$ cat config.mk
export PLATFORM = sky130hd
export DESIGN_NAME = prefix_adder_top
export DESIGN_NICKNAME = d
export VERILOG_FILES = /design/src/source/prefix_ctrl_pkg.sv /design/src/source/prefix_data_pkg.sv /design/src/source/prefix_adder_top.sv /design/src/source/prefix_network.sv /design/src/source/prefix_layer.sv /design/src/source/pipe_control.sv
export VERILOG_INCLUDE_DIRS = /design/src /design/src/source
export SDC_FILE = /design/constraint.sdc
export NUM_CORES = 1
export LEC_CHECK = 0
export BUFFER_PORTS_ARGS = -buffer_cell sky130_fd_sc_hd__buf_2
export CAP_MARGIN = 20
export CORE_MARGIN = 1
export CORE_UTILIZATION = 55
export DETAILED_ROUTE_END_ITERATION = 10
export HOLD_SLACK_MARGIN = 0.12
export PLACE_DENSITY_LB_ADDON = 0.08
export SLEW_MARGIN = 10
export SYNTH_ARGS = -nofsm -noshare
export SYNTH_HDL_FRONTEND = slang
export SYNTH_SLANG_ARGS = --single-unit
$ cat constraint.sdc
create_clock -name clk -period 15.1 [get_ports clk]
set_input_delay 3.02 -clock clk [delete_from_list [all_inputs] [get_ports clk]]
set_output_delay 3.02 -clock clk [all_outputs]
set_load 0.05 [all_outputs]
$ cat src/source/prefix_cfg.svh
`ifndef PREFIX_CFG_SVH
`define PREFIX_CFG_SVH

// bits per lane, sums wrap at this width
`define PREFIX_LANE_WIDTH 8

// lanes per block
`define PREFIX_LANES 8

// tag carried beside each block
`define PREFIX_TAG_WIDTH 32

// log2 of the lane count, one adder layer per span
`define PREFIX_LAYERS 3

// capture register plus one register per layer
`define PREFIX_STAGES 4

`endif
$ cat src/source/prefix_ctrl_pkg.sv
`default_nettype none

`include "prefix_cfg.svh"

package prefix_ctrl_pkg;

	typedef logic [`PREFIX_TAG_WIDTH-1:0] tag_t;

	// one valid bit per registered stage, stage 0 in bit 0
	typedef logic [`PREFIX_STAGES-1:0] stage_valid_t;

endpackage

`default_nettype wire

$ cat src/source/prefix_data_pkg.sv
`default_nettype none

`include "prefix_cfg.svh"

package prefix_data_pkg;

	// one signed lane
	typedef logic signed [`PREFIX_LANE_WIDTH-1:0] lane_t;

	// a whole block of lanes
	// lane 0 sits in the low bits
	typedef lane_t [`PREFIX_LANES-1:0] block_t;

endpackage

`default_nettype wire

$ cat src/source/prefix_adder_top.sv
`timescale 1ns/10ps
`default_nettype none

// eight lane pipelined prefix adder
module prefix_adder_top (
	input wire logic clk,
	input wire logic reset,
	input wire logic valid_in,
	input wire logic ready_in,
	input wire prefix_ctrl_pkg::tag_t tag_in,
	input wire prefix_data_pkg::block_t data_in,

	output logic busy,
	output logic ready_out,
	output logic valid_out,
	output prefix_ctrl_pkg::tag_t tag_out,
	output prefix_data_pkg::block_t data_out
);

	// shared stage advance for control and data
	logic enable;

	pipe_control u_control (
		.clk(clk),
		.reset(reset),
		.valid_in(valid_in),
		.ready_in(ready_in),
		.tag_in(tag_in),
		.enable(enable),
		.ready_out(ready_out),
		.busy(busy),
		.valid_out(valid_out),
		.tag_out(tag_out)
	);

	prefix_network u_network (
		.clk(clk),
		.reset(reset),
		.enable(enable),
		.data_in(data_in),
		.sums(data_out)
	);

endmodule

`default_nettype wire

$ cat src/source/prefix_network.sv
`timescale 1ns/10ps
`default_nettype none

`include "prefix_cfg.svh"

// input capture followed by the chained adder layers
module prefix_network (
	input wire logic clk,
	input wire logic reset,
	input wire logic enable,
	input wire prefix_data_pkg::block_t data_in,

	output prefix_data_pkg::block_t sums
);

	prefix_data_pkg::block_t captured;

	// entry 0 is the captured block, entry n the output of layer n
	prefix_data_pkg::block_t layer_sums [0:`PREFIX_LAYERS];

	// capture stage
	always_ff @(posedge clk or posedge reset) begin
		if (reset) begin
			captured <= '0;
		end else if (enable) begin
			captured <= data_in;
		end
	end

	assign layer_sums[0] = captured;

	// spans of 1, 2 and 4 lanes
	for (genvar l = 0; l < `PREFIX_LAYERS; l++) begin : g_layer
		prefix_layer #(
			.SPAN(1 << l)
		) u_layer (
			.clk(clk),
			.reset(reset),
			.enable(enable),
			.sums_in(layer_sums[l]),
			.sums_out(layer_sums[l+1])
		);
	end

	// inclusive prefix sums after the last layer
	assign sums = layer_sums[`PREFIX_LAYERS];

endmodule

`default_nettype wire

$ cat src/source/prefix_layer.sv
`timescale 1ns/10ps
`default_nettype none

`include "prefix_cfg.svh"

// one registered layer of the Sklansky prefix tree
// SPAN must be a power of two below the lane count
module prefix_layer #(
	parameter int SPAN = 1
) (
	input wire logic clk,
	input wire logic reset,
	input wire logic enable,
	input wire prefix_data_pkg::block_t sums_in,

	output prefix_data_pkg::block_t sums_out
);

	prefix_data_pkg::block_t next_sums;

	// lanes are grouped in runs of 2*SPAN
	// the upper half of each group adds the top lane of the lower half
	for (genvar i = 0; i < `PREFIX_LANES; i++) begin : g_lane
		if ((i & SPAN) != 0) begin : g_add
			localparam int SRC = (i / (2 * SPAN)) * (2 * SPAN) + SPAN - 1;

			// wraps at lane width, no overflow kept
			assign next_sums[i] = sums_in[i] + sums_in[SRC];
		end else begin : g_pass
			assign next_sums[i] = sums_in[i];
		end
	end

	always_ff @(posedge clk or posedge reset) begin
		if (reset) begin
			sums_out <= '0;
		end else if (enable) begin
			sums_out <= next_sums;
		end
	end

endmodule

`default_nettype wire

$ cat src/source/pipe_control.sv
`timescale 1ns/10ps
`default_nettype none

`include "prefix_cfg.svh"

// valid and tag train running beside the adder network
module pipe_control (
	input wire logic clk,
	input wire logic reset,
	input wire logic valid_in,
	input wire logic ready_in,
	input wire prefix_ctrl_pkg::tag_t tag_in,

	output logic enable,
	output logic ready_out,
	output logic busy,
	output logic valid_out,
	output prefix_ctrl_pkg::tag_t tag_out
);

	prefix_ctrl_pkg::stage_valid_t stage_valid;
	prefix_ctrl_pkg::tag_t tag_pipe [0:`PREFIX_STAGES-1];

	// the whole pipeline moves as one
	// a low ready_in freezes every stage, bubbles included
	assign enable = ready_in;
	assign ready_out = ready_in;

	// valid bits shift toward the output on each enabled edge
	always_ff @(posedge clk or posedge reset) begin
		if (reset) begin
			stage_valid <= '0;
		end else if (enable) begin
			stage_valid <= {stage_valid[`PREFIX_STAGES-2:0], valid_in};
		end
	end

	// tags follow the same path as the valid bits
	always_ff @(posedge clk or posedge reset) begin
		if (reset) begin
			for (int s = 0; s < `PREFIX_STAGES; s++) begin
				tag_pipe[s] <= '0;
			end
		end else if (enable) begin
			tag_pipe[0] <= tag_in;
			for (int s = 1; s < `PREFIX_STAGES; s++) begin
				tag_pipe[s] <= tag_pipe[s-1];
			end
		end
	end

	// anything still in flight
	assign busy = |stage_valid;

	// last stage lines up with the final adder layer
	assign valid_out = stage_valid[`PREFIX_STAGES-1];
	assign tag_out = tag_pipe[`PREFIX_STAGES-1];

endmodule

`default_nettype wire

==> results.py <==
metrics = {
    "placed_design": {
        "hpwl_mm": 25.1,
        "port_buffers": 198,
        "gp_congestion": 0.838,
        "dp.cells": 2040,
        "preCtsSetupSlack_ps": 8040,
        "place_area_mm2": 0.0197,
    },
    "synth": {
        "ys.flop_type": "dfrtp_1",
        "async_flop_share_pct": 100,
        "synth_warnings": 0,
        "yosysMostFrequentCell": "dfrtp_1",
        "syn_nets": 1676,
        "synth_edf_count": 0,
        "ys_seq_elements": 388,
        "synth_area_per_cell_um2": 12.6,
        "netlist.area_leader.share_pct": 52.0,
        "ys_top_cells_by_area": "dfrtp_1, mux2_2, ha_1, nand2_1, buf_4",
        "syn_area_mm2": 0.0187,
        "ys_seq_area_share_pct": 52.0,
        "synth_common_cells": "dfrtp_1, mux2_2, nand2_1",
        "ys_types": 48,
        "synthCells": 1480,
        "synth_top_cell_by_area": "dfrtp_1",
    },
    "worst_setup_path": {
        "crit_chain": "buf_8 -> buf_2",
        "crit_slowest_cell": "buf_8",
        "r2r-end": "u_network.g_layer[2].u_layer.sums_out[46]",
        "r2r_slack_ps": 12880,
        "r2r-start": "u_network.g_layer[1].u_layer.sums_out[25]",
        "path_buf_inv": 2,
        "endpoint_kind": "output pin",
        "cp_max_fo": 115,
        "r2r_cells": 6,
        "cp_slowest_stage_delay_ps": 560,
        "cp_top_family": "buffers and inverters",
        "crit_required_ps": 12080,
        "cp-startpoint": "ready_in",
        "cp.arrival_ps": 3990,
        "crit_type": "in2out",
        "start_kind": "primary input",
    },
    "power_and_ir_drop": {
        "ir_worst_vdd_mv": 0.149,
        "p_leak_nw": 9.43,
        "power_density_mw_per_mm2": 194,
        "finalPower_mw": 4.13,
    },
    "grt": {
        "grt_usage_pct": 21.7,
        "grt_max_degree": 116,
        "gr-usage-met2_pct": 32.4,
        "grt.met1_usage_pct": 30.9,
        "grt_pass1_vias": 11800,
        "grt.met3_usage_pct": 6.00,
        "grt_first_pass_wirelength_mm": 60.1,
        "antenna_found_initial": 13,
        "grt_overflow_total": 0,
        "grt_busiest_layer": "met2",
    },
    "timing": {
        "clock.fmax_ghz": 0.143,
        "period_needed_ps": 7010,
        "hold_slack_ps": 478,
        "finalSetupViolations": 0,
        "fin_tns_setup_ps": 0,
        "slew_viol_final": 0,
        "maxSlewHeadroom_pct": 31.0,
        "finalWorstSetupSlack_ps": 8090,
        "fin_crit_sh_pct": 46.4,
        "worst_pin_slew_ps": 1040,
        "rsz0062_at_grt": "false",
        "finClkSkew_ps": 8.69,
        "hold_viol_final": 0,
    },
    "final_layout": {
        "finish.instance_area_mm2": 0.0213,
        "fin_nets": 1833,
        "drive_gt1_share_pct": 35.1,
        "final_cells": 2124,
        "areaGrowthSynthToFinish_pct": 13.9,
        "n_fill_cell": 2680,
        "post-route-util_pct": 63.5,
    },
    "routing": {
        "wl_mm": 37.2,
        "wl_per_cell_um": 17.5,
        "ant_nets": 0,
        "via_per_inst": 5.68,
        "drt_pre_antenna_iters": 5,
        "via_count": 12100,
        "drtIter0Drc": 614,
        "remaining_drc_errors": 0,
    },
    "status": {
        "outcome": "completed",
    },
    "die": {
        "coreArea_mm2": 0.0334,
        "dieHeight_um": 186,
        "die-area_mm2": 0.0347,
        "fp-row-count": 67,
        "start_util_pct": 55.8,
        "die_w_um": 186,
        "io_pins": 199,
    },
    "run": {
        "maxCapViolCount": 0,
    },
    "clock_tree": {
        "postCtsSetupRepairBufs": 0,
        "clk_latency_ps": 530,
        "cts_max_path_buffers": 3,
        "clkTransAtPathRegs_ps": 60,
        "clkSinkCount": 388,
        "cts_made_buffers": 43,
        "cts_hold_buf": 0,
        "clockRootBuffer": "clkbuf_16",
        "cts_tree": "yes",
        "post_cts_resized": 0,
        "htreeDepth": 2,
    },
    "min_path": {
        "hold_start": "u_network.g_layer[2].u_layer.sums_out[60]",
        "hold_path.class": "reg2reg",
        "whs_path_depth": 1,
        "hold_end": "u_network.g_layer[2].u_layer.sums_out[60]",
    },
}
-- placed cells by master (no fill, tap or decap), types with 24 or more instances in the layout --
cell type	count
nor2b_1	24
ha_1	84
dfrtp_1	388
a21oi_1	27
xnor2_1	24
clkbuf_16	44
inv_1	55
o21ai_0	34
o21a_1	25
buf_2	197
mux2_2	304
nand2_1	103
-- metal layers --
| metal | part of all wire [%] | routed length, µm | vias up |
|---|---|---|---|
| met1 | 47 | 17500 | 5933 |
| met5 | 0.30 | 110 | - |
| met4 | 2.5 | 912 | 16 |
| li1 | - | - | 5744 |
| met3 | 6.7 | 2500 | 80 |
| met2 | 44 | 16200 | 288 |
-- layout make-up --
class                   instances  area (µm²)  area share, %
clock buffers                  64        1310           6.15
clock inverters                15         194          0.912
inverters                      57         224           1.05
multi-input cells             941        8190           38.5
well taps                     448         561           2.64
repair buffers                206        1060           4.99
diodes                          5        12.5         0.0589
flip-flops and latches        388        9710           45.7
-- logic make-up after synthesis --
logic type | synth area share, %
flip-flops | 52.0
multiplexers | 18.3
AO/OA/AOI/OAI | 11.0
AND/OR/NAND/NOR | 6.48
buffers and inverters | 4.10
adder cells (fa/ha/maj) | 6.92
XOR/XNOR | 1.13
-- how the worst max path moves through the flow --
stage	end	slack [ps]	depth (start not counted)
floorplan	u_control.stage_valid[0]	1300	1
global placement	ready_out	8030	2
detailed placement	ready_out	8040	2
CTS	ready_out	8040	2
global route	ready_out	7990	2
finish	ready_out	8090	2
-- state kept, by name, indices dropped and copies added, names as in the netlist --
signal                              flops
u_network.g_layer.u_layer.sums_out    192
u_control.tag_pipe                     96
u_network.captured                     64
u_control.tag_out                      32
u_control.stage_valid                   4
-- power by group --
group          switching (mW)  internal [mW]  total, mW
combinational           0.955          0.591       1.55
clock                   0.416          0.667       1.08
sequential              0.199           1.30       1.50
total                    1.57           2.56       4.13
(Power assumes the default switching activity.)
